**config.mk**
```make
export PLATFORM = sky130hd
export DESIGN_NAME = layer_decoder
export DESIGN_NICKNAME = d
export VERILOG_FILES = /design/src/source/engine_cfg_pkg.sv /design/src/source/layer_isa_pkg.sv /design/src/source/layer_decoder.sv
export SDC_FILE = /design/constraint.sdc
export NUM_CORES = 1
export LEC_CHECK = 0
export BUFFER_PORTS_ARGS = -buffer_cell sky130_fd_sc_hd__buf_2
export CORE_MARGIN = 2
export CORE_UTILIZATION = 38
export DETAILED_ROUTE_END_ITERATION = 12
export HOLD_SLACK_MARGIN = 0.1
export PLACE_DENSITY = 0.75
export SYNTH_ARGS = -nofsm -noshare
export SYNTH_HDL_FRONTEND = slang
export SYNTH_SLANG_ARGS = --single-unit
```
**constraint.sdc**
```tcl
create_clock -name clk -period 2.9 [get_ports clk]
set_input_delay 0.145 -clock clk [delete_from_list [all_inputs] [get_ports clk]]
set_output_delay 0.145 -clock clk [all_outputs]
set_load 0.05 [all_outputs]
```
**src/source/engine_cfg_pkg.sv**
```systemverilog
`default_nettype none

// widths and access types common to all memories
package engine_cfg_pkg;

	// pixel and address widths
	localparam int DATA_W = 16;
	localparam int ADDR_W = 10;

	// one unsigned feature value
	typedef logic [DATA_W-1:0] pixel_t;

	// word address, same for every memory
	typedef logic [ADDR_W-1:0] addr_t;

	// one access to a shared_sram
	// we low means read
	typedef struct packed {
		logic   en;
		logic   we;
		addr_t  addr;
		pixel_t wdata;
	} sram_req_t;

endpackage

`default_nettype wire

```
**src/source/layer_isa_pkg.sv**
```systemverilog
`default_nettype none

// descriptor format and the job handed to the pooler
package layer_isa_pkg;

	// program memory word
	localparam int INSTR_W = 48;

	// any value other than OP_POOL ends the program
	typedef enum logic [3:0] {
		OP_HALT = 4'd0,
		OP_POOL = 4'd1
	} opcode_t;

	// square map side and channel count
	typedef logic [7:0] side_t;
	typedef logic [3:0] chan_t;

	////////////////////
	// descriptor, msb first
	typedef struct packed {
		opcode_t               opcode;
		side_t                 side;
		chan_t                 channels;
		engine_cfg_pkg::addr_t rd_base;
		engine_cfg_pkg::addr_t wr_base;
		logic [11:0]           spare;
	} layer_instr_t;

	// decoder to pooler, held from launch to pool_done
	typedef struct packed {
		side_t                 side;
		chan_t                 channels;
		engine_cfg_pkg::addr_t rd_base;
		engine_cfg_pkg::addr_t wr_base;
	} pool_job_t;

endpackage

`default_nettype wire

```
**src/source/layer_decoder.sv**
```systemverilog
`default_nettype none

module layer_decoder (
	input  logic                        clk,
	input  logic                        rst_n,
	input  logic                        start,
	input  layer_isa_pkg::layer_instr_t instr,
	output engine_cfg_pkg::sram_req_t   prog_req,
	output layer_isa_pkg::pool_job_t    job,
	output logic                        launch,
	input  logic                        pool_done,
	output logic                        busy,
	output logic                        done
);

	typedef enum logic [1:0] {
		IDLE,
		FETCH,
		DECODE,
		WAIT_POOL
	} state_t;

	state_t                state;
	engine_cfg_pkg::addr_t pc;

	////////////////////
	// program fetch
	// read request only, instr back one cycle later
	always_comb begin
		prog_req      = '0;
		prog_req.en   = (state == FETCH);
		prog_req.addr = pc;
	end

	// busy covers fetch, decode and the pool run
	assign busy = (state != IDLE);

	////////////////////
	// control fsm
	always_ff @(posedge clk or negedge rst_n) begin
		if (!rst_n) begin
			state  <= IDLE;
			pc     <= '0;
			launch <= 1'b0;
			done   <= 1'b0;
		end else begin
			// pulses by default
			launch <= 1'b0;
			done   <= 1'b0;
			case (state)
				IDLE: begin
					// program always starts at word 0
					if (start) begin
						pc    <= '0;
						state <= FETCH;
					end
				end
				FETCH: state <= DECODE;
				DECODE: begin
					if (instr.opcode == layer_isa_pkg::OP_POOL) begin
						launch <= 1'b1;
						pc     <= pc + engine_cfg_pkg::addr_t'(1);
						state  <= WAIT_POOL;
					end else begin
						// halt or unknown opcode
						done  <= 1'b1;
						state <= IDLE;
					end
				end
				// next descriptor once pooler is finished
				WAIT_POOL: begin
					if (pool_done) begin
						state <= FETCH;
					end
				end
				default: state <= IDLE;
			endcase
		end
	end

	// job fields, stable until the next decode
	always_ff @(posedge clk) begin
		if (state == DECODE && instr.opcode == layer_isa_pkg::OP_POOL) begin
			job.side     <= instr.side;
			job.channels <= instr.channels;
			job.rd_base  <= instr.rd_base;
			job.wr_base  <= instr.wr_base;
		end
	end

endmodule

`default_nettype wire

```
---- Word-level counts from Yosys, hierarchy flattened ----
Index checks and enable logic that the tools add are counted.
W data, S select, Z words.
word-level totals
  input bits .............................. 52
  output and inout port bits .............. 63
  flip-flop bits (word level) ............. 46
  bits in latches ......................... 0
  ROM bits ................................ 0
  memories ................................ 0
  memory bits (writable) .................. 0
cells by class
  multipliers ............................. 0
  divide/modulo/power cells ............... 0
  reduce and logical (&&, ||, !) cells .... 6
  $lt $le $gt $ge ......................... 0
  shift-type cells ........................ 0
  bitwise gates (word level) .............. 0
  add/subtract/negate cells ............... 1
  equal/unequal tests ..................... 7
  mux-type cells .......................... 11
operator list
  kind                     number
  $mux W10                 2
  $pmux W10 S2             1
  $add A10 B1 Y10 const B  1
  $pmux W2 S4              1
  $mux W2                  3
  $eq A2 B2 Y1 const B     2
  $eq A4 B1 Y1 const B     1
  $mux W1                  4
  $ne A2 B2 Y1 const B     2
  $reduce_bool A2 Y1       2
  $reduce_and A3 Y1        1
  $eq A2 B1 Y1 const B     1
  $logic_not A2 Y1         1
  $ne A2 B1 Y1 const B     1
  $reduce_and A2 Y1        1
  $logic_and A1 B1 Y1      1

---- Logic depth before layout (Yosys ltp) ----
Gate-level depths: netlist of the first run.
  word-level depth ........................ 3
  mapped depth ............................ 6

---- Worst setup path after synthesis of the first run ----
OpenSTA, ideal clock, no wires.
  kind .................................... register to register
  start ................................... reg state[0]
  end ..................................... reg job[0] (netlist bit), enable pin
  setup time .............................. 426 ps
  buffers on the path ..................... 0
  period minus slack after synthesis ...... 2689 ps
  required time ........................... 2474 ps
  stages on the path, launching flop included .. 5
  data arrival time ....................... 2263 ps
  slack ................................... 211 ps
  cell sequence ........................... dfrtp_1 inv_1 ha_1 inv_1 nor2_1
between the ends
  cells in the longest elaborated chain, start to end .. 2
ends and longest elaborated chain
  element                 line                 source
  from (decl)             layer_decoder.sv:23  state_t state;
  from (signal assigned)  layer_decoder.sv:42  state <= IDLE;
  from (signal assigned)  layer_decoder.sv:55  state <= FETCH;
  from (signal assigned)  layer_decoder.sv:58  FETCH: state <= DECODE;
  $eq A2 B2 Y1            layer_decoder.sv:83  if (state == DECODE && instr.opcode == layer_isa_pkg::OP_POOL) begin
  $logic_and A1 B1 Y1     layer_decoder.sv:83
  to (decl)               layer_decoder.sv:9   output layer_isa_pkg::pool_job_t job,
No other way between the ends.
A chain may end at the register's enable or synchronous reset.

---- Worst setup path in the final report of the first run ----
  start ................................... reg state[0]
  end ..................................... reg pc[7]
between the ends
  cells in the longest elaborated chain, start to end .. 3
  elaborated cells on any way between the ends .. 7
ends and longest elaborated chain
  element                                                  line                 source
  $eq A2 B2 Y1 / $logic_not A2 Y1 (equally long branches)  layer_decoder.sv:50  case (state)
  $ne A2 B1 Y1 (no source line) (tied with other cells)    -
  $reduce_and A3 Y1 (no source line)                       -
  to (signal assigned)                                     layer_decoder.sv:62  pc <= pc + engine_cfg_pkg::addr_t'(1);
  to (decl)                                                layer_decoder.sv:24  engine_cfg_pkg::addr_t pc;
Several ways; a longest one is shown, not always the timed one.

==> qor.yml, run 1 <==
die_h_um: 74.2
internal_power_uw: 1030
min_to: "done"
drive_gt1_frac: 0.370
nets: 313
finalHoldWorstSlack_ns: 0.177
synthCells: 132
power_leakage_uw: 0.00121
path_clk_slew_ns: 0.08
final_max_slew_viol_count: 0
grt_max_degree: 36
cts_max_path_buffers: 2
hpwlAfterDp_mm: 2.80
r2r_start: "state[0]"
antenna_left: 0
layout_common_cells: "85 x buf_2, 33 x dlygate4sd3_1, 32 x edfxtp_1"
hold_viol: 0
cts_hold_buf: 33
grt_pass1_vias: 1327
period_share: 0.729
tightest_slew_ns: 0.830
synth-main-ff-cell: "edfxtp_1"
status: "finished, final reports clean"
drc: 0
switching_power_uw: 501
seq_area_frac_synth: 0.701
insertedDiodeCount: 0
synth_area_um2: 1870
synth-seq-cells: 46
cts_root_buf: "clkbuf_8"
port_buffers: 85
coreArea_um2: 4720
die-area_um2: 5500
htree_levels: 2
synth_edf_count: 32
seq_area_um2: 1310
fmax_ghz: 0.473
die_w_um: 74.2
slowest_delay_ns: 0.53
r2r-end: "pc[7]"
post_cts_resized: 0
cp_slowest_cell: "a2111o_1"
finalCriticalPeriod_ns: 2.11
p_comb_frac: 0.264
critPathTopFamily: "compound AO/OA/AOI/OAI gates"
grt-ovfl-total: 0
syn_avg_cell_area_um2: 14.2
power.share.clock: 0.243
post_cts_buffers: 0
async_reset_ff_frac: 0.304
crit_path_end_kind: "register"
yosysWarnings: 0
gp_congestion: 0.819
numCtsBuffers: 5
clk_latency_ns: 0.29
synth_cell_types: 30
initial_core_util: 0.396
maxCapViolations: 0
cts.sinks: 46
cp_data_arrival_time_ns: 2.33
grt_antenna_before_repair: 0
fillers: 402
drt_iter0_markers: 59
hold_start: "instr[46]"
crit_buf_inv: 1
slew_headroom: 0.439
grt_setup_unrepaired: "false"
viasPerCell: 4.40
hold_depth: 3
finalSetupViolCount: 0
row_count: 25
cp_max_fo: 8
cp_cell_sequence: "inv_1 -> ha_1 -> mux2i_1 -> a2111o_1 -> or3_1 -> a21oi_1"
cts_tree: "yes"
power_frac_seq: 0.493
area_delta_synth_final_pct: 46.1
tns_ns: 0
power-per-cell-area_nw_per_um2: 559
drt-pass1-iter-count: 4
num_vias: 1425
ir_drop_v: 0.000394
crit_type: "reg -> reg"
multi_input_area_um2: 458
cp-startpoint: "state[0]"
fin_ws_ns: 0.787
wl_mm: 4.00
io_pins: 115
rrSetupSlack_ns: 0.79
required_ns: 3.12
finClkSkew_ns: 0.00301
power.share.switching: 0.328
dpl_worst_slack_ns: 0.830
grt_util_all_layers: 0.146
grt_pass1_wl_mm: 6.02
hp-class: "in -> reg"
reg2reg_depth: 6
detail_route.wl_per_cell_um: 12.3
final_common_cell: "buf_2"
start_kind: "register"
## worst reg2reg max path, cell delays in order, from the launching register on
cell and delay, ns:
dfrtp_1 0.43, inv_1 0.10, ha_1 0.26, mux2i_1 0.21, a2111o_1 0.53, or3_1 0.37
a21oi_1 0.14
## layer usage
metal	share of wire	GRT usage	vias up
met1	0.39	0.177	650
met4	0.019	0.0707	0
li1	-	-	700
met5	0	0	-
met3	0.067	0.0257	7
met2	0.52	0.252	68
## how the worst max path moves through the flow
| stage | endpoint | slack, ns | depth (start not counted) |
|---|---|---|---|
| 2_1_floorplan | job[0] | 0.21 | 4 |
| 3_3_place_gp | pc[9] | 0.86 | 6 |
| 3_5_place_dp | pc[8] | 0.83 | 6 |
| 4_1_cts | pc[7] | 0.79 | 6 |
| 5_1_grt | pc[9] | 0.63 | 6 |
| 6_report | pc[7] | 0.79 | 6 |
## power groups by stage
stage	Clock, uW	Combinational (uW)	Sequential, uW
finish	371	404	753
floorplan	0	254	805
detailed placement	0	370	766
global route	412	442	757
global placement	0	358	766
CTS	387	405	753
## final cells by class
cell class                      count  share of cell area
Clock buffer                        6              0.0266
Clock inverter                      2             0.00504
Inverter                            8              0.0110
Multi-Input combinational cell     76               0.168
Sequential cell                    46               0.480
Tap cell                           67              0.0307
Timing Repair Buffer              119               0.279
## through the flow
| step | utilization | cells | total power, uW | area, um2 |
|---|---|---|---|---|
| CTS | 0.579 | 324 | 1540 | 2730 |
| finish | 0.579 | 324 | 1530 | 2730 |
| global placement | 0.490 | 283 | 1120 | 2320 |
| global route | 0.579 | 324 | 1610 | 2730 |
| detailed placement | 0.490 | 283 | 1140 | 2320 |
| floorplan | - | 148 | 1060 | 1930 |
## flip-flops by register name, indices dropped and copies added (netlist names)
name / count
done: 1
job: 32
launch: 1
pc: 10
state: 2
## cells by family after synthesis
logic type | synth area share
buffers and inverters | 0.0903
muxes | 0.00535
other | 0.00200
DFF | 0.701
adders and majority gates | 0.0334
xor gates and xnor gates | 0.00468
and+or+nand+nor | 0.0756
AOI/OAI and AO/OA | 0.0876
## synthesized netlist by cell type, drive strengths merged, types with 2 or more instances
master | number | area share
nand4 | 2 | 0.0067
or3 | 5 | 0.017
nand2 | 5 | 0.010
ha | 5 | 0.033
inv | 8 | 0.016
nor2 | 4 | 0.0080
dfrtp | 14 | 0.19
o21ai | 11 | 0.029
nand3 | 3 | 0.0080
buf | 18 | 0.074
edfxtp | 32 | 0.51
a21oi | 8 | 0.021
Power figures use the tool's default switching activity.
==> run 2, diff against run 1 <==
--- a/config.mk
+++ b/config.mk
@@ -7,10 +7,10 @@
 export LEC_CHECK = 0
 export BUFFER_PORTS_ARGS = -buffer_cell sky130_fd_sc_hd__buf_2
 export CORE_MARGIN = 2
-export CORE_UTILIZATION = 38
+export CORE_UTILIZATION = 42
 export DETAILED_ROUTE_END_ITERATION = 12
 export HOLD_SLACK_MARGIN = 0.1
-export PLACE_DENSITY = 0.75
+export PLACE_DENSITY = 0.79
 export SYNTH_ARGS = -nofsm -noshare
 export SYNTH_HDL_FRONTEND = slang
 export SYNTH_SLANG_ARGS = --single-unit
==> constraint.sdc (replaced) <==
create_clock -name clk -period 2.2 [get_ports clk]
set_input_delay 0.11 -clock clk [delete_from_list [all_inputs] [get_ports clk]]
set_output_delay 0.11 -clock clk [all_outputs]
set_load 0.05 [all_outputs]
==> run 2 against run 1 <==
  * Largest cell class unchanged
  * Critical path type unchanged
  * Die area down 9.0%
  * Clock power increased by 29%
  * Combinational power grew 36%
  * Flip-flop and latch count unchanged
  * Critical endpoint is now pc[8]
==> qor.yml, run 2 (synthesized netlist as in run 1, its figures left out) <==
status: "finished, final reports clean"  # unchanged
finalSetupViolCount: 0  # unchanged
hp-class: "in -> reg"  # unchanged
finClkSkew_ns: 0.00596  # was 0.00301 ns
slew_headroom: 0.627  # was 0.439
crit_type: "reg -> reg"  # unchanged
hold_start: "instr[46]"  # unchanged
reg_top3: "job: 32 flops, pc: 10 flops, state: 2 flops"  # unchanged
insertedDiodeCount: 0  # unchanged
finalCriticalPeriod_ns: 1.98  # was 2.11 ns
power_leakage_uw: 0.00122  # was 0.00121 uW
min_to: "pc[2]"  # was done
final_max_slew_viol_count: 0  # unchanged
power-per-cell-area_nw_per_um2: 736  # was 559 nW/um2
p_comb_frac: 0.272  # was 0.264
hpwlAfterDp_mm: 2.85  # was 2.80 mm
post_cts_resized: 0  # unchanged
cts_hold_buf: 33  # unchanged
io_pins: 115  # unchanged
ir_drop_v: 0.000581  # was 0.000394 V
drt_iter0_markers: 87  # was 59
grt_pass1_wl_mm: 6.77  # was 6.02 mm
num_vias: 1433  # was 1425
wl_mm: 4.09  # was 4.00 mm
fmax_ghz: 0.505  # was 0.473 GHz
grt_util_all_layers: 0.173  # was 0.146
rrSetupSlack_ns: 0.22  # was 0.79 ns
antenna_left: 0  # unchanged
detail_route.wl_per_cell_um: 13.1  # was 12.3 um
port_buffers: 85  # unchanged
cp_data_arrival_time_ns: 2.19  # was 2.33 ns
power.share.switching: 0.326  # was 0.328
fin_ws_ns: 0.219  # was 0.787 ns
period_share: 0.901  # was 0.729
largest_reg_flops: 32  # unchanged
cts_max_path_buffers: 2  # unchanged
crit_path_end_kind: "register"  # unchanged
final_common_cell: "buf_2"  # unchanged
power.share.clock: 0.238  # was 0.243
area_delta_synth_final_pct: 46.6  # was 46.1%
grt_pass1_vias: 1483  # was 1327
gp_congestion: 0.784  # was 0.819
r2r_start: "state[0]"  # unchanged
switching_power_uw: 659  # was 501 uW
path_clk_slew_ns: 0.08  # about the same
maxCapViolations: 0  # unchanged
row_count: 24  # was 25
cts_tree: "yes"  # unchanged
die-area_um2: 5000  # was 5500 um2
post_cts_buffers: 0  # unchanged
required_ns: 2.41  # was 3.12 ns
cp_max_fo: 8  # unchanged
final_util: 0.634  # was 0.579
numCtsBuffers: 5  # unchanged
nets: 316  # was 313
largest-register: "job"  # unchanged
cts.sinks: 46  # unchanged
grt_setup_unrepaired: "false"  # unchanged
start_kind: "register"  # unchanged
r2r-end: "pc[8]"  # was pc[7]
grt_max_degree: 36  # unchanged
grt_antenna_before_repair: 0  # unchanged
grt-ovfl-total: 0  # unchanged
drive_gt1_frac: 0.375  # was 0.370
internal_power_uw: 1360  # was 1030 uW
viasPerCell: 4.61  # was 4.40
hold_depth: 3  # unchanged
cts_root_buf: "clkbuf_8"  # unchanged
htree_levels: 2  # unchanged
drc: 0  # unchanged
hold_viol: 0  # unchanged
coreArea_um2: 4320  # was 4720 um2
die_w_um: 70.7  # was 74.2 um
clk_latency_ns: 0.29  # about the same
drt-pass1-iter-count: 4  # unchanged
reg2reg_depth: 6  # unchanged
layout_common_cells: "85 x buf_2, 33 x dlygate4sd3_1, 32 x edfxtp_1"  # unchanged
tightest_slew_ns: 0.545  # was 0.830 ns
tns_ns: 0  # unchanged
initial_core_util: 0.433  # was 0.396
die_h_um: 70.7  # was 74.2 um
power_frac_seq: 0.491  # was 0.493
dpl_worst_slack_ns: 0.239  # was 0.830 ns
run 2: cell types whose count changed in the layout (fill, tap and decap cells not counted), sizes merged:
cell	change
buf	+3
clkinv	-2
clkinvlp	+1
run 2: power groups by stage:
stage	clock network [uW]	logic, uW	registers, uW
6_report	480	549	991
5_1_grt	531	606	997
4_1_cts	496	550	991
3_5_place_dp	0	505	1010
3_3_place_gp	0	489	1010
2_1_floorplan	0	336	1060
run 2: per-stage QoR:
step	instances	hold slack [ns]	power [uW]	area (um2)
floorplan	148	-0.186	1400	1930
global placement	271	0.0245	1500	2330
detailed placement	271	0.0244	1510	2330
CTS	311	0.209	2040	2740
global route	311	0.226	2130	2740
finish	311	0.219	2020	2740
run 2: final cells by class:
class,count,area (um2)
Clock buffer,6,72.6
Clock inverter,1,7.51
Fill cell,356,1580
Timing Repair Buffer,122,798
Sequential cell,46,1310
Inverter,8,30.0
Tap cell,52,65.1
Multi-Input combinational cell,76,458
run 2: how the worst max path moves through the flow:
stage | end | slack, ns | start
CTS | pc[8] | 0.24 | state[0]
floorplan | job[0] | 0.07 | state[0]
global route | pc[8] | 0.05 | state[0]
global placement | pc[9] | 0.27 | instr[45]
finish | pc[8] | 0.22 | state[0]
detailed placement | pc[8] | 0.24 | instr[45]
run 2: critical path, cell delays in order (launching register included):
cell      delay [ns]
dfrtp_1         0.40
inv_1           0.08
ha_1            0.24
mux2i_1         0.16
a2111o_1        0.49
or3_1           0.37
a21oi_1         0.16
run 2: metal layers:
layer / global-route usage / routed length, um
met5: 0 / 0
met2: 0.304 / 2130
met1: 0.207 / 1650
met3: 0.0328 / 248
met4: 0.0734 / 57
==> run 3, diff against run 2 <==
--- a/config.mk
+++ b/config.mk
@@ -9,6 +9,7 @@
 export CORE_MARGIN = 2
 export CORE_UTILIZATION = 42
 export DETAILED_ROUTE_END_ITERATION = 12
+export GPL_TIMING_DRIVEN = 0
 export HOLD_SLACK_MARGIN = 0.1
 export PLACE_DENSITY = 0.79
 export SYNTH_ARGS = -nofsm -noshare
==> run 3 against run 2 <==
  * Combinational power rose by 3%
  * Global-route usage fell by 0.10 points
  * Core utilization rose by 2.5 points
  * Largest cell class unchanged
  * Sequential share of layout area fell by 1.8 points
  * Largest power group unchanged
==> qor.yml, run 3 (synthesized netlist as in run 1, its figures left out) <==
grt_util_all_layers: 0.172  # was 0.173
grt_setup_unrepaired: "false"  # unchanged
maxCapViolations: 0  # unchanged
tightest_slew_ns: 0.892  # was 0.545 ns
status: "finished, final reports clean"  # unchanged
grt_max_degree: 36  # unchanged
power.share.clock: 0.236  # was 0.238
fmax_ghz: 0.482  # was 0.505 GHz
fillers: 329  # was 356
largest_reg_flops: 32  # unchanged
grt_pass1_wl_mm: 6.66  # was 6.77 mm
area_delta_synth_final_pct: 52.4  # was 46.6%
detail_route.wl_per_cell_um: 13.2  # was 13.1 um
place_area_um2: 2430  # was 2330 um2
final_max_slew_viol_count: 0  # unchanged
cp_data_arrival_time_ns: 2.30  # was 2.19 ns
power_leakage_uw: 0.00129  # was 0.00122 uW
viasPerCell: 4.63  # was 4.61
antenna_left: 0  # unchanged
power.share.switching: 0.328  # was 0.326
clk_latency_ns: 0.29  # about the same
final_common_cell: "buf_2"  # unchanged
cts_root_buf: "clkbuf_8"  # unchanged
cp_max_fo: 8  # unchanged
drt-pass1-iter-count: 4  # unchanged
io_pins: 115  # unchanged
cp_slowest_cell: "a2111o_1"  # unchanged
layout_common_cells: "85 x buf_2, 33 x dlygate4sd3_1, 32 x edfxtp_1"  # unchanged
drc: 0  # unchanged
drive_gt1_frac: 0.416  # was 0.375
drt_iter0_markers: 85  # was 87
ir_drop_v: 0.000531  # was 0.000581 V
htree_levels: 2  # unchanged
wl_mm: 4.29  # was 4.09 mm
numCtsBuffers: 5  # unchanged
place_inst: 285  # was 271
finalNonFillerCells: 326  # was 311
grt-ovfl-total: 0  # unchanged
initial_core_util: 0.433  # unchanged
cts.sinks: 46  # unchanged
reg_top3: "job: 32 flops, pc: 10 flops, state: 2 flops"  # unchanged
port_buffers: 85  # unchanged
power_frac_seq: 0.486  # was 0.491
die-area_um2: 5000  # unchanged
die_w_um: 70.7  # unchanged
largest-register: "job"  # unchanged
hp-class: "in -> reg"  # unchanged
finalSetupViolCount: 0  # unchanged
grt_pass1_vias: 1457  # was 1483
required_ns: 2.42  # was 2.41 ns
grt_antenna_before_repair: 0  # unchanged
finalCriticalPeriod_ns: 2.08  # was 1.98 ns
internal_power_uw: 1370  # was 1360 uW
row_count: 24  # unchanged
start_kind: "register"  # unchanged
p_comb_frac: 0.277  # was 0.272
seq_area_um2: 1310  # unchanged
crit_path_end_kind: "register"  # unchanged
switching_power_uw: 671  # was 659 uW
coreArea_um2: 4320  # unchanged
rrSetupSlack_ns: 0.12  # was 0.22 ns
hpwlAfterDp_mm: 2.87  # was 2.85 mm
nets: 331  # was 316
cts_tree: "yes"  # unchanged
insertedDiodeCount: 0  # unchanged
multi_input_area_um2: 470  # was 458 um2
gp_congestion: 0.809  # was 0.784
hold_viol: 0  # unchanged
cts_max_path_buffers: 2  # unchanged
die_h_um: 70.7  # unchanged
cp_cell_sequence: "inv_1 -> ha_1 -> mux2i_2 -> a2111o_1 -> or3_1 -> a21oi_1"  # was inv_1 -> ha_1 -> mux2i_1 -> a2111o_1 -> or3_1 -> a21oi_1
power-per-cell-area_nw_per_um2: 717  # was 736 nW/um2
fin_area_um2: 2850  # was 2740 um2
finClkSkew_ns: 0.00246  # was 0.00596 ns
slew_headroom: 0.397  # was 0.627
slowest_delay_ns: 0.50  # was 0.49 ns
crit_type: "reg -> reg"  # unchanged
period_share: 0.944  # was 0.901
path_clk_slew_ns: 0.08  # about the same
num_vias: 1511  # was 1433
-- run 3: stage by stage --
stage / TNS (ns) / power [uW] / util / hold slack, ns / worst slack, ns
global placement: -11.79 / 1500 / 0.560 / 0.0242 / -0.347
global route: 0 / 2160 / 0.659 / 0.155 / 0.00229
floorplan: 0 / 1400 / - / -0.186 / 0.0706
CTS: 0 / 2050 / 0.657 / 0.138 / 0.0503
detailed placement: 0 / 1520 / 0.562 / 0.0250 / 0.0788
finish: 0 / 2040 / 0.659 / 0.145 / 0.123
-- run 3: timing repair --
item | in CTS | in global routing
hold endpoints to repair | 46 | 0
setup endpoints to repair | 0 | 37
hold buffers | 33 | 0
gates resized for setup | 0 | 2
setup buffers | 0 | 0
-- run 3: per-layer routing --
metal / wire length (um) / vias to the layer above / track usage
li1: - / 737 / -
met1: 1650 / 695 / 0.201
met2: 2210 / 69 / 0.292
met3: 337 / 10 / 0.0527
met4: 95 / 0 / 0.0776
met5: 0 / - / 0
-- run 3: power by group through the flow --
stage / Clock (uW) / Sequential [uW] / Combinational [uW]
2_1_floorplan: 0 / 1060 / 336
3_3_place_gp: 0 / 1010 / 490
3_5_place_dp: 0 / 1010 / 507
4_1_cts: 502 / 993 / 555
5_1_grt: 542 / 999 / 619
6_report: 483 / 993 / 567
-- run 3: cell type report --
cell class | count | share of cell area
Inverter | 8 | 0.0105
Tap cell | 52 | 0.0228
Buffer | 18 | 0.0487
Timing Repair Buffer | 118 | 0.265
Clock buffer | 6 | 0.0254
Multi-Input combinational cell | 77 | 0.165
Sequential cell | 46 | 0.460
Clock inverter | 1 | 0.00263
-- run 3: worst max-delay path: cells and delay by family, from the launching register on --
family          cells  cell delay, ns
compound gates      2            0.66
flops               1            0.42
simple gates        1            0.37
fa+ha+maj           1            0.25
mux                 1            0.22
buf+inv             1            0.08
-- run 3: worst paths after layout --
| kind | end | startpoint | cells after the start |
|---|---|---|---|
| max in group asynchronous | pc[1] | rst_n | 2 |
| worst max register to register | pc[9] | state[0] | 6 |
| worst min-delay path | done | instr[45] | 3 |
| worst min register to register | pc[4] | pc[4] | 1 |
| worst max-delay path | pc[9] | state[0] | 6 |
| min in group asynchronous | pc[4] | rst_n | 2 |
