==> config.mk <==
export PLATFORM = sky130hd
export DESIGN_NAME = max_pooler
export DESIGN_NICKNAME = d
export VERILOG_FILES = /design/src/source/engine_cfg_pkg.sv /design/src/source/layer_isa_pkg.sv /design/src/source/max_pooler.sv
export SDC_FILE = /design/constraint.sdc
export NUM_CORES = 1
export LEC_CHECK = 0
export BUFFER_PORTS_ARGS = -buffer_cell sky130_fd_sc_hd__buf_4
export CORE_MARGIN = 2
export CORE_UTILIZATION = 53
export DETAILED_ROUTE_END_ITERATION = 6
export PLACE_DENSITY = 0.79
export SLEW_MARGIN = 25
export SYNTH_ARGS = -nofsm -noshare
export SYNTH_HDL_FRONTEND = slang
export SYNTH_SLANG_ARGS = --single-unit
==> constraint.sdc <==
create_clock -name clk -period 4.15 [get_ports clk]
set_input_delay 0.2075 -clock clk [delete_from_list [all_inputs] [get_ports clk]]
set_output_delay 0.2075 -clock clk [all_outputs]
set_load 0.05 [all_outputs]
==> src/source/engine_cfg_pkg.sv <==
`default_nettype none

// widths and access types common to all memories
package engine_cfg_pkg;

	// pixel and address widths
	localparam int DATA_W = 16;
	localparam int ADDR_W = 10;

	// one unsigned feature value
	typedef logic [DATA_W-1:0] pixel_t;

	// word address, same for every memory
	typedef logic [ADDR_W-1:0] addr_t;

	// one access to a shared_sram
	// we low means read
	typedef struct packed {
		logic   en;
		logic   we;
		addr_t  addr;
		pixel_t wdata;
	} sram_req_t;

endpackage

`default_nettype wire

==> src/source/layer_isa_pkg.sv <==
`default_nettype none

// descriptor format and the job handed to the pooler
package layer_isa_pkg;

	// program memory word
	localparam int INSTR_W = 48;

	// any value other than OP_POOL ends the program
	typedef enum logic [3:0] {
		OP_HALT = 4'd0,
		OP_POOL = 4'd1
	} opcode_t;

	// square map side and channel count
	typedef logic [7:0] side_t;
	typedef logic [3:0] chan_t;

	////////////////////
	// descriptor, msb first
	typedef struct packed {
		opcode_t               opcode;
		side_t                 side;
		chan_t                 channels;
		engine_cfg_pkg::addr_t rd_base;
		engine_cfg_pkg::addr_t wr_base;
		logic [11:0]           spare;
	} layer_instr_t;

	// decoder to pooler, held from launch to pool_done
	typedef struct packed {
		side_t                 side;
		chan_t                 channels;
		engine_cfg_pkg::addr_t rd_base;
		engine_cfg_pkg::addr_t wr_base;
	} pool_job_t;

endpackage

`default_nettype wire

==> src/source/max_pooler.sv <==
`default_nettype none

module max_pooler (
	input  logic                      clk,
	input  logic                      rst_n,
	input  logic                      launch,
	input  layer_isa_pkg::pool_job_t  job,
	input  engine_cfg_pkg::pixel_t    map_rdata,
	output engine_cfg_pkg::sram_req_t map_req,
	output engine_cfg_pkg::sram_req_t res_req,
	output logic                      pool_done
);

	typedef enum logic [2:0] {
		IDLE,
		SETUP,
		READ,
		FOLD,
		WRITE
	} state_t;

	state_t                 state;
	logic [1:0]             tap;
	layer_isa_pkg::side_t   col;
	layer_isa_pkg::side_t   row;
	layer_isa_pkg::chan_t   chan;
	engine_cfg_pkg::addr_t  chan_base;
	engine_cfg_pkg::addr_t  row_base;
	engine_cfg_pkg::addr_t  wr_ptr;
	engine_cfg_pkg::pixel_t max_q;

	layer_isa_pkg::side_t  half;
	layer_isa_pkg::side_t  half_m1;
	engine_cfg_pkg::addr_t side_a;
	engine_cfg_pkg::addr_t row_step;
	engine_cfg_pkg::addr_t chan_step;
	engine_cfg_pkg::addr_t rd_addr;
	logic                  last_col;
	logic                  last_row;
	logic                  last_chan;
	logic                  empty;

	////////////////////
	// grid geometry
	// odd side drops last row and column
	assign half      = job.side >> 1;
	assign half_m1   = half - 8'd1;
	assign side_a    = engine_cfg_pkg::addr_t'(job.side);
	assign row_step  = side_a << 1;
	assign chan_step = side_a * side_a;
	assign last_col  = (col == half_m1);
	assign last_row  = (row == half_m1);
	assign last_chan = (chan == job.channels - 4'd1);
	assign empty     = (job.channels == '0) || (half == '0);

	// tap order (0,0) (0,1) (1,0) (1,1) inside the window
	assign rd_addr = row_base + (engine_cfg_pkg::addr_t'(col) << 1)
		+ (tap[1] ? side_a : '0) + engine_cfg_pkg::addr_t'(tap[0]);

	// reads during READ, one write per output pixel
	always_comb begin
		map_req       = '0;
		map_req.en    = (state == READ);
		map_req.addr  = rd_addr;
		res_req.en    = (state == WRITE);
		res_req.we    = (state == WRITE);
		res_req.addr  = wr_ptr;
		res_req.wdata = max_q;
	end

	////////////////////
	// control fsm
	always_ff @(posedge clk or negedge rst_n) begin
		if (!rst_n) begin
			state     <= IDLE;
			tap       <= '0;
			col       <= '0;
			row       <= '0;
			chan      <= '0;
			pool_done <= 1'b0;
		end else begin
			pool_done <= 1'b0;
			case (state)
				IDLE: if (launch) state <= SETUP;
				SETUP: begin
					tap  <= '0;
					col  <= '0;
					row  <= '0;
					chan <= '0;
					// nothing to write, finish at once
					state     <= empty ? IDLE : READ;
					pool_done <= empty;
				end
				// tap wraps back to 0 after the fourth read
				READ: begin
					tap <= tap + 2'd1;
					if (tap == 2'd3) state <= FOLD;
				end
				FOLD: state <= WRITE;
				WRITE: begin
					state <= READ;
					col   <= col + 8'd1;
					if (last_col) begin
						col <= '0;
						row <= row + 8'd1;
						if (last_row) begin
							row  <= '0;
							chan <= chan + 4'd1;
							if (last_chan) begin
								pool_done <= 1'b1;
								state     <= IDLE;
							end
						end
					end
				end
				default: state <= IDLE;
			endcase
		end
	end

	////////////////////
	// address pointers and running max
	always_ff @(posedge clk) begin
		case (state)
			SETUP: begin
				chan_base <= job.rd_base;
				row_base  <= job.rd_base;
				wr_ptr    <= job.wr_base;
			end
			// data of the previous tap arrives here
			READ: begin
				if (tap == 2'd0) max_q <= '0;
				else if (map_rdata > max_q) max_q <= map_rdata;
			end
			// last tap of the window
			FOLD: if (map_rdata > max_q) max_q <= map_rdata;
			WRITE: begin
				// output regions of all channels are contiguous
				wr_ptr <= wr_ptr + engine_cfg_pkg::addr_t'(1);
				if (last_col && !last_row) begin
					row_base <= row_base + row_step;
				end else if (last_col) begin
					chan_base <= chan_base + chan_step;
					row_base  <= chan_base + chan_step;
				end
			end
			default: ;
		endcase
	end

endmodule

`default_nettype wire

Word level (Yosys, flattened, before mapping)
Index checks and enable logic that the tools add are counted.
{ "op_classes": {"muxes": 30, "eq_ne": 14, "reduce_logical": 15, "multipliers": 1, "n_addsub": 12, "order_cmp": 1} }
{ "op_table": {"columns": ["cell", "n"], "rows": [
  ["10-bit case mux with 2 select lines", 3],
  ["16-bit two-way mux", 2],
  ["8-bit two-way mux", 4],
  ["16-bit case mux with 2 select lines", 1],
  ["8-bit case mux with 2 select lines", 2],
  ["10-bit two-way mux", 3],
  ["10-bit by 9-bit adder with 10-bit output", 2],
  ["8-bit by 1-bit adder with 8-bit output (second input constant)", 2],
  ["8-bit == test", 2],
  ["16-bit greater-than comparator", 1],
  ["3-bit case mux with 5 select lines", 1],
  ["10-bit by 1-bit adder with 10-bit output", 1],
  ["10-bit by 1-bit adder with 10-bit output (second input constant)", 1],
  ["10-bit adder", 1],
  ["10-bit by 8-bit adder with 10-bit output", 1],
  ["8-bit by 8-bit multiplier with 10-bit output", 1],
  ["8-bit logical NOT", 1],
  ["2-bit two-way mux", 4],
  ["4-bit two-way mux", 2],
  ["4-bit case mux with 2 select lines", 1],
  ["7-bit by 1-bit subtractor with 8-bit output (second input constant)", 1],
  ["3-bit by 2-bit == test with 1-bit output (second input constant)", 2],
  ["3-bit two-way mux", 2],
  ["2-bit by 1-bit != test with 1-bit output (second input constant)", 3],
  ["21 further kinds", 29]
]} }
{ "word_totals": {"in_bits": 51, "regBits": 72} }

Longest topological paths before layout
Gate-level depths: netlist (run 1).
{ "logic_depth": {"ltp_word": 6, "ltp_mapped": 19, "ltp_nobuf": 18} }

Worst setup path after synthesis (run 1)
No wires, ideal clock.
{ "synth_timing": {"path_kind": "input to register", "from": "input job[25] in the netlist's numbering", "to": "register row_base[9] (data pin)", "n_path_buf": 1, "setup_ps": 259, "slack_ps": -197, "path_stages": 19, "arrival_time_ps": 4088, "cell_sequence": "clkbuf_1 -> inv_1 -> nor2_1 -> inv_1 -> fa_1 -> fa_1 -> inv_1 -> ha_1 -> inv_1 -> fa_1 -> inv_1 -> fa_1 -> a211o_1 -> o211ai_1 -> a21oi_1 -> xnor2_1 -> nor2_1 -> a21oi_1 -> o31a_1"} }
{ "synth_between": {"elab_chain_cells": 6} }
{ "synth_lines": {"columns": ["item", "line", "text"], "rows": [
  ["from (decl)", "max_pooler.sv:7", "input layer_isa_pkg::pool_job_t job,"],
  ["branches (longest 4 deep; another with 8-bit by 8-bit multiplier with 10-bit output)", null, null],
  ["10-bit two-way mux *", "max_pooler.sv:140", "if (last_col && !last_row) begin"],
  ["10-bit case mux with 2 select lines *", "max_pooler.sv:124", "case (state)"],
  ["to (signal assigned)", "max_pooler.sv:127", "row_base <= job.rd_base;"],
  ["to (signal assigned)", "max_pooler.sv:141", "row_base <= row_base + row_step;"],
  ["to (signal assigned)", "max_pooler.sv:144", "row_base <= chan_base + chan_step;"],
  ["to (decl)", "max_pooler.sv:28", "engine_cfg_pkg::addr_t row_base;"]
]} }
Mark *: on every way between the ends. The select of a mux whose other input is x is not followed.
A chain may end at the register's enable or synchronous reset.

Worst setup path in the final report (run 1)
{ "layout_timing": {"from": "register chan_base[4]", "to": "register row_base[9] (data pin)"} }
{ "layout_between": {"elab_chain_cells": 4} }
{ "layout_lines": {"columns": ["item", "line", "text"], "rows": [
  ["from (decl)", "max_pooler.sv:27", "engine_cfg_pkg::addr_t chan_base;"],
  ["from (signal assigned)", "max_pooler.sv:126", "chan_base <= job.rd_base;"],
  ["from (signal assigned)", "max_pooler.sv:143", "chan_base <= chan_base + chan_step;"],
  ["10-bit adder", "max_pooler.sv:144", null],
  ["10-bit two-way mux", "max_pooler.sv:142", "end else if (last_col) begin"],
  ["10-bit two-way mux", "max_pooler.sv:140", null],
  ["10-bit case mux with 2 select lines", "max_pooler.sv:124", null]
]} }
No other way between the ends. The select of a mux whose other input is x is not followed.

==> results of run 1 <==
[power breakdown]
part	switching [µW]	total (µW)	leakage, µW	internal, µW
logic	2330	3690	0.00292	1360
clock network	309	827	0.000152	518
registers	199	1290	0.000790	1090
total	2840	5810	0.00386	2970
[cells in the mapped netlist (all sizes together) (6+ instances only)]
cell	n	share of area, %
dfrtp	26	9.6
nor2b	14	1.3
and3	7	0.65
or3	8	0.74
ha	67	12
nand4	8	0.92
buf	23	2.4
o21ai	37	2.7
nand2	61	3.4
nand3	20	1.7
edfxtp	46	20
xnor2	45	5.8
a22o	7	0.90
and2	18	1.7
inv	95	5.3
xor2	13	1.7
nor2	51	2.8
fa	36	11
nor3	9	0.66
a21oi	30	2.2
clkbuf	13	0.72
mux2i	24	3.5
nor4	6	0.55
a21o	8	0.89
[through the flow]
| stage | instances | hold slack (ns) | setup TNS, ns | worst slack, ns |
|---|---|---|---|---|
| after global placement | 985 | 0.143 | 0 | 0.0346 |
| after floorplan | 740 | -0.0881 | 0 | 0.00444 |
| after CTS | 1002 | 0.134 | 0 | 0.120 |
| after detailed placement | 985 | 0.137 | -0.0229 | -0.0229 |
| final | 1003 | 0.136 | 0 | 0.146 |
| after global routing | 1003 | 0.152 | -0.00457 | -0.00457 |
[what timing repair did]
item | 4_1_cts | 5_1_grt
setup endpoints to repair | 0 | 2
hold endpoints to repair | 26 | 0
resized for setup | 0 | 2
hold buffers | 1 | 0
buffers inserted | 0 | 1
[registers in the layout (all words and copies together), names as in the netlist]
| register | count |
|---|---|
| chan_base | 10 |
| tap | 2 |
| row | 8 |
| chan | 4 |
| row_base | 10 |
| col | 8 |
| wr_ptr | 10 |
| state | 3 |
| max_q | 16 |
| pool_done | 1 |
[cell families after synthesis]
logic type | after synthesis | share of synthesized area (%)
flops | 72 | 29.9
xor+xnor | 59 | 7.84
buf+inv | 131 | 8.37
simple gates | 212 | 15.7
other cells | 1 | 0.0553
compound gates | 120 | 11.3
mux | 26 | 3.87
fa+ha+maj | 103 | 23.0
[cells in the final DEF (no fill, tap or decap), types with 9 or more instances in the layout]
master and instances:
a21oi_1 28, and2_1 18, buf_4 110, clkbuf_16 10
conb_1 17, dfrtp_1 26, edfxtp_1 46, fa_1 35
ha_1 67, inv_1 94, mux2i_1 24, nand2_1 61
nand3_1 19, nor2_1 50, nor2b_1 13, nor3_1 9
o21ai_0 37, xnor2_1 45, xor2_1 13
[path summary, 6_finish.rpt]
path,endpoint,slack (ns),cells past startpoint
min in group asynchronous,col[3]$_DFFE_PN0P_,0.31,2
max in group asynchronous,row[2]$_DFFE_PN0P_,3.57,2
min reg2reg,state[0]$_DFFE_PN0P_,0.54,1
max reg2reg,row_base[9]$_DFFE_PP_,0.15,16
min,wr_ptr[5]$_DFFE_PP_,0.14,3
max,row_base[9]$_DFFE_PP_,0.15,16
[final cells by class]
type                            instances  area [µm²]  area share [%]
Clock inverter                          4        50.0           0.624
Timing Repair Buffer                  111         836            10.4
Sequential cell                        72        2030            25.3
Inverter                               95         357            4.45
Multi-Input combinational cell        537        4260            53.1
Clock buffer                           12         268            3.34
Tap cell                              172         215            2.68
[worst max-delay path, delay by kind of cell, from the launching register on]
family / cells / cell delay [ns]
fa+ha+maj: 5 / 2.19
compound gates: 5 / 0.71
flops: 1 / 0.32
buf+inv: 4 / 0.22
simple gates: 1 / 0.16
xor+xnor: 1 / 0.15
[per-layer routing]
metal | part of all wire [%] | global-route usage [%] | vias up | wire (µm)
met4 | 1.1 | 6.82 | 0 | 173
met2 | 48 | 37.1 | 156 | 7170
met3 | 5.8 | 4.48 | 13 | 881
li1 | - | - | 2629 | -
met1 | 45 | 31.6 | 2546 | 6840
met5 | 0 | 0 | - | 0
==> flow_summary.toml, run 1 <==
[logic_synthesis]
ys_ff_latch = 72
synth_edf_count = 46
synth_area_per_cell_um2 = 9.37
synth_warnings = 0
yosysSeqAreaShare_pct = 29.9
synth_ff_type = "edfxtp_1"
netlist_area_mm2 = 0.00679
synthDistinctLibCells = 57
async_flop_share_pct = 36.1
postSynthCellCount = 724

[sta]
worstMarginPinSlew_ns = 0.772
slew_violations = 0
period_share_pct = 96.5
hold_viol = 0
relSlewSlack_pct = 48.5
skew_ns = 0.00556
fin_crit_ns = 4.00
finalSetupViolations = 0
fmax_mhz = 250

[setup_path]
path_max_fanout = 2
endpoint_kind = "flop"
cpMostUsedCell = "inv_1"
start_kind = "flop"
startpoint = "chan_base[4]$_DFFE_PP_"
crit_slowest_cell = "fa_1"
cp_cell_sequence = "inv_1, fa_1, fa_1, inv_1, ha_1, inv_1, fa_1, inv_1, fa_2, a211o_1, o211ai_1, a21oi_1, xnor2_1, nor2_1, a21oi_1, o31a_1"
arrival_ns = 4.10
r2r_start = "chan_base[4]$_DFFE_PP_"
max_stage_delay_ns = 0.54
crit_type = "flop to flop"
worst-endpoint-required_ns = 4.24

[global_route]
grt_pass1_wl_mm = 24.4
antenna_found_initial = 0
grtUsageTotal_pct = 23.0
grt_pass1_vias = 5108
grt_max_degree = 42
grt-ovfl-total = 0

[clocking]
cts_tree = "yes"
clkLatencyLatePin_ns = 0.34
clkTransAtPathRegs_ns = 0.06
numClockSinks = 72
numCtsBuffers = 9
cts_buffer_depth = 2
htreeDepth = 3
cts_root_buffer = "clkbuf_16"

[placement]
dp_hpwl_mm = 11.7
placed_area_mm2 = 0.00768
place_congestion = 0.856
port_buffers = 90

[min_path]
min_path_type = "input port to flop"
min-delay-start = "job[5]"

[pwr]
max-vdd-ir-drop_v = 0.000743
fin_total_pwr_uw = 5810
p_per_area_mw_per_mm2 = 724
leakagePower_uw = 0.00386

[final_layout]
nNetsFinal = 980
final_util_pct = 63.8
design_area_mm2 = 0.00802
fillCellCount = 1064
antenna_cells = 0
drive_above_1_share_pct = 17.1
syn_to_final_growth_pct = 18.2

[floorplanning]
start_util_pct = 54.0
top_level_ports = 108
core_mm2 = 0.0126
fp.dieW_um = 117
rows = 41
die_area_mm2 = 0.0137
die_y_um = 117

[detailed_routing]
drc_errors = 0
via_per_inst = 5.33
drt_iter0_drc = 565
firstDrtPassIters = 5
vias = 5344
routed_wl_mm = 15.1
antenna_left = 0
wire_per_inst_um = 15.0

[outcome]
status = "finished clean"

[flow_run]
drv_cap = 0
Note: power is estimated with default switching activity, not from simulation.
==> run 2: changes to the inputs <==
- PLACE_DENSITY: 0.79 -> 0.83
==> flow_summary.toml, run 2 (synthesized netlist as in run 1, its figures left out) <==
[floorplanning]
fp.dieW_um = 117
rows = 41
start_util_pct = 54.0
top_level_ports = 108
die_y_um = 117
die_area_mm2 = 0.0137
core_mm2 = 0.0126

[global_route]
grt-ovfl-total = 0
grtUsageTotal_pct = 24.2
grt_pass1_wl_mm = 25.6
grt_max_degree = 42
grt_pass1_vias = 5388
antenna_found_initial = 0

[final_layout]
largest_reg_flops = 16
antenna_cells = 0
final_common_cell = "buf_4"
fillCellCount = 1001
nNetsFinal = 978
final_util_pct = 63.6
stdcell_count = 1001
layout_common_cells = "buf_4, inv_1, ha_1, nand2_1, nor2_1"
syn_to_final_growth_pct = 17.7
drive_above_1_share_pct = 17.0
regMostFlops = "max_q"
seq_area_mm2 = 0.00203
multiInputGateArea_mm2 = 0.00426

[sta]
fmax_mhz = 248
rsz0062_at_grt = "false"
slew_violations = 0
hold_viol = 0
skew_ns = 0.00814
worstMarginPinSlew_ns = 0.751
finalSetupTns_ns = 0
whs_ns = 0.125
fin_crit_ns = 4.03
fin_ws_ns = 0.119
relSlewSlack_pct = 49.7
finalSetupViolations = 0
period_share_pct = 97.1

[setup_path]
worst-endpoint-required_ns = 4.25
path_max_fanout = 3
endpoint_kind = "flop"
reg2reg_slack_ns = 0.12
start_kind = "flop"
crit_type = "flop to flop"
arrival_ns = 4.13

[detailed_routing]
wire_per_inst_um = 15.6
routed_wl_mm = 15.6
antenna_left = 0
drt_iter0_drc = 390
firstDrtPassIters = 5
via_per_inst = 5.46
vias = 5467
drc_errors = 0

[pwr]
p_comb_share_pct = 64.0
switching_power_uw = 2900
max-vdd-ir-drop_v = 0.000432
leakagePower_uw = 0.00384
swShare_pct = 49.9
clkPwrFrac_pct = 13.9
p_per_area_mw_per_mm2 = 727
intPower_uw = 2910
seq_power_share_pct = 22.1

[clocking]
numCtsBuffers = 9
cts_root_buffer = "clkbuf_16"
clkLatencyLatePin_ns = 0.35
numClockSinks = 72
htreeDepth = 3
cts_tree = "yes"
post_cts_buffers = 0
cts_buffer_depth = 2
clkTransAtPathRegs_ns = 0.06

[placement]
port_buffers = 90
place_congestion = 0.883
dp_hpwl_mm = 12.3
dp.cells = 984
dp_slack_ns = -0.0585

[min_path]
min_path_type = "input port to flop"

[flow_run]
drv_cap = 0

[outcome]
status = "finished clean"
[run 2: power by group through the flow]
stage	clock, µW	combinational (µW)	sequential, µW
final	807	3720	1280
after global routing	842	4090	1320
after CTS	816	3720	1280
after detailed placement	0	3690	1290
after global placement	0	3580	1290
after floorplan	0	2330	1650
[run 2: area by class of cell]
class	count	area share (%)
clock buffers	10	2.99
clock inverters	6	0.846
inverters	95	4.46
multi-input cells	537	53.3
flip-flops and latches	72	25.4
well taps	172	2.69
repair buffers	109	10.3
[run 2: worst paths after layout]
path | endpoint | start | cells after the start
setup / recovery | row_base[9]$_DFFE_PP_ | chan_base[4]$_DFFE_PP_ | 16
hold / removal | wr_ptr[1]$_DFFE_PP_ | job[1] | 3
setup reg to reg | row_base[9]$_DFFE_PP_ | chan_base[4]$_DFFE_PP_ | 16
hold reg to reg | state[0]$_DFFE_PN0P_ | state[0]$_DFFE_PN0P_ | 1
max in group asynchronous | col[2]$_DFFE_PN0P_ | rst_n | 2
min in group asynchronous | tap[1]$_DFFE_PN0P_ | rst_n | 2
[run 2: through the flow]
| step | total power (µW) | cell area [µm²] |
|---|---|---|
| after global routing | 6250 | 7990 |
| after global placement | 4870 | 7670 |
| after CTS | 5820 | 7990 |
| final | 5810 | 7990 |
| after floorplan | 3980 | 6850 |
| after detailed placement | 4990 | 7670 |
[run 2: what timing repair did]
action / CTS / global route
hold buffers: 1 / 0
hold endpoints to repair: 26 / 0
endpoints found under the setup margin: 0 / 1
gates resized for setup: 0 / 1
[run 2: critical path, cell delays in order (launching register included)]
cell and delay (ns):
edfxtp_1 0.32, inv_1 0.05, fa_1 0.49, fa_1 0.51, inv_1 0.04, ha_1 0.27
inv_1 0.05, fa_1 0.52, inv_1 0.07, fa_1 0.47, a211o_1 0.29, o211ai_1 0.11
a21oi_1 0.12, xnor2_1 0.14, nor2_1 0.12, a21oi_1 0.09, o31a_1 0.11
[run 2: layer usage]
metal | wire length [µm] | vias up | track usage (%) | share of wire (%)
li1 | - | 2622 | - | -
met1 | 6580 | 2611 | 30.5 | 42
met2 | 7590 | 201 | 40.6 | 49
met3 | 1130 | 33 | 5.97 | 7.3
met4 | 308 | 0 | 8.55 | 2.0
met5 | 0 | - | 0 | 0
==> run 3: changes to the inputs <==
- RECOVER_POWER: not set -> 25
==> flow_summary.toml, run 3 (synthesized netlist as in run 1, its figures left out) <==
[global_route]
antenna_found_initial = 0
grt-ovfl-total = 0
grt_max_degree = 42
grtUsageTotal_pct = 24.2
grt_pass1_vias = 5388
grt_pass1_wl_mm = 25.6

[detailed_routing]
routed_wl_mm = 15.6
antenna_left = 0
drc_errors = 0
wire_per_inst_um = 15.6
firstDrtPassIters = 5
drt_iter0_drc = 390
vias = 5458
via_per_inst = 5.45

[final_layout]
final_common_cell = "buf_4"
regMostFlops = "max_q"
layout_common_cells = "buf_4, inv_1, ha_1, nand2_1, nor2_1"
final_util_pct = 63.5
drive_above_1_share_pct = 16.6
largest_reg_flops = 16
nNetsFinal = 978
stdcell_count = 1001
antenna_cells = 0
design_area_mm2 = 0.00798
syn_to_final_growth_pct = 17.6

[floorplanning]
fp.dieW_um = 117
top_level_ports = 108
die_y_um = 117
core_mm2 = 0.0126
die_area_mm2 = 0.0137
rows = 41
start_util_pct = 54.0

[setup_path]
start_kind = "flop"
r2r_start = "chan_base[4]$_DFFE_PP_"
r2r_cells = 16
arrival_ns = 4.13
path_max_fanout = 3
reg2reg_slack_ns = 0.12
startpoint = "chan_base[4]$_DFFE_PP_"
crit_type = "flop to flop"
endpoint_kind = "flop"
worst-endpoint-required_ns = 4.25

[sta]
hold_viol = 0
slew_violations = 0
fmax_mhz = 248
skew_ns = 0.00820
relSlewSlack_pct = 4.04
period_share_pct = 97.2
rsz0062_at_grt = "false"
finalSetupTns_ns = 0
fin_ws_ns = 0.118
finalSetupViolations = 0
worstMarginPinSlew_ns = 1.44
fin_crit_ns = 4.03

[placement]
port_buffers = 90
dp_hpwl_mm = 12.3
place_congestion = 0.883
dp.cells = 984
dp_slack_ns = -0.0585
placed_area_mm2 = 0.00767

[clocking]
cts_buffer_depth = 2
clkTransAtPathRegs_ns = 0.06
clkLatencyLatePin_ns = 0.35
htreeDepth = 3
cts_root_buffer = "clkbuf_16"
numClockSinks = 72
post_cts_buffers = 0
numCtsBuffers = 9
cts_tree = "yes"

[pwr]
p_per_area_mw_per_mm2 = 727
swShare_pct = 49.9
leakagePower_uw = 0.00383
max-vdd-ir-drop_v = 0.000433
clkPwrFrac_pct = 13.9
p_comb_share_pct = 63.9
switching_power_uw = 2900
seq_power_share_pct = 22.1
intPower_uw = 2910

[flow_run]
drv_cap = 0

[min_path]
min-delay-start = "job[1]"
min_path_type = "input port to flop"
hold_path_depth = 3

[outcome]
status = "finished clean"
-- run 3: changes by cell type in the layout (fill, tap and decap cells not counted) --
cell      before  now
clkbuf_1       0    3
buf_4        108  105
-- run 3: layout make-up --
class	count	area (µm²)
multi-input combinational	537	4260
timing repair buffer	109	810
fill	1002	4590
clock inverter	6	67.6
clock buffer	10	239
inverter	95	357
tap	172	215
sequential	72	2030
-- run 3: power by group through the flow --
| stage | logic, µW | registers [µW] | clock network, µW |
|---|---|---|---|
| 3_3_place_gp | 3580 | 1290 | 0 |
| 4_1_cts | 3720 | 1280 | 816 |
| 3_5_place_dp | 3690 | 1290 | 0 |
| 5_1_grt | 4090 | 1320 | 842 |
| 6_report | 3710 | 1290 | 808 |
| 2_1_floorplan | 2330 | 1650 | 0 |
-- run 3: final timing paths --
check | to
worst min-delay path | wr_ptr[1]$_DFFE_PP_
worst max register to register | row_base[9]$_DFFE_PP_
worst min register to register | state[0]$_DFFE_PN0P_
max in group asynchronous | col[2]$_DFFE_PN0P_
worst max-delay path | row_base[9]$_DFFE_PP_
min in group asynchronous | tap[1]$_DFFE_PN0P_
-- run 3: critical path, cell delays in order (launching register included) --
cell and delay (ns):
edfxtp_1 0.32, inv_1 0.05, fa_1 0.49, fa_1 0.51
inv_1 0.04, ha_1 0.27, inv_1 0.05, fa_1 0.52
inv_1 0.07, fa_1 0.47, a211o_1 0.29, o211ai_1 0.11
a21oi_1 0.12, xnor2_1 0.14, nor2_1 0.12, a21oi_1 0.09
o31a_1 0.11
-- run 3: stage by stage --
step / total power [µW] / hold slack (ns)
2_1_floorplan: 3980 / -0.0881
3_3_place_gp: 4870 / 0.144
3_5_place_dp: 4990 / 0.146
4_1_cts: 5820 / 0.117
5_1_grt: 6240 / 0.149
6_report: 5800 / 0.125
-- run 3: metal layers --
| layer | vias to the layer above | global-route usage [%] | wire length (µm) |
|---|---|---|---|
| met5 | - | 0 | 0 |
| met3 | 33 | 5.97 | 1120 |
| li1 | 2622 | - | - |
| met2 | 201 | 40.6 | 7620 |
| met1 | 2602 | 30.5 | 6590 |
| met4 | 0 | 8.55 | 303 |
-- run 3: what timing repair did --
action,in CTS,in global routing
endpoints found under the setup margin,0,1
hold endpoints to repair,26,0
resized for setup,0,1
hold buffers,1,0
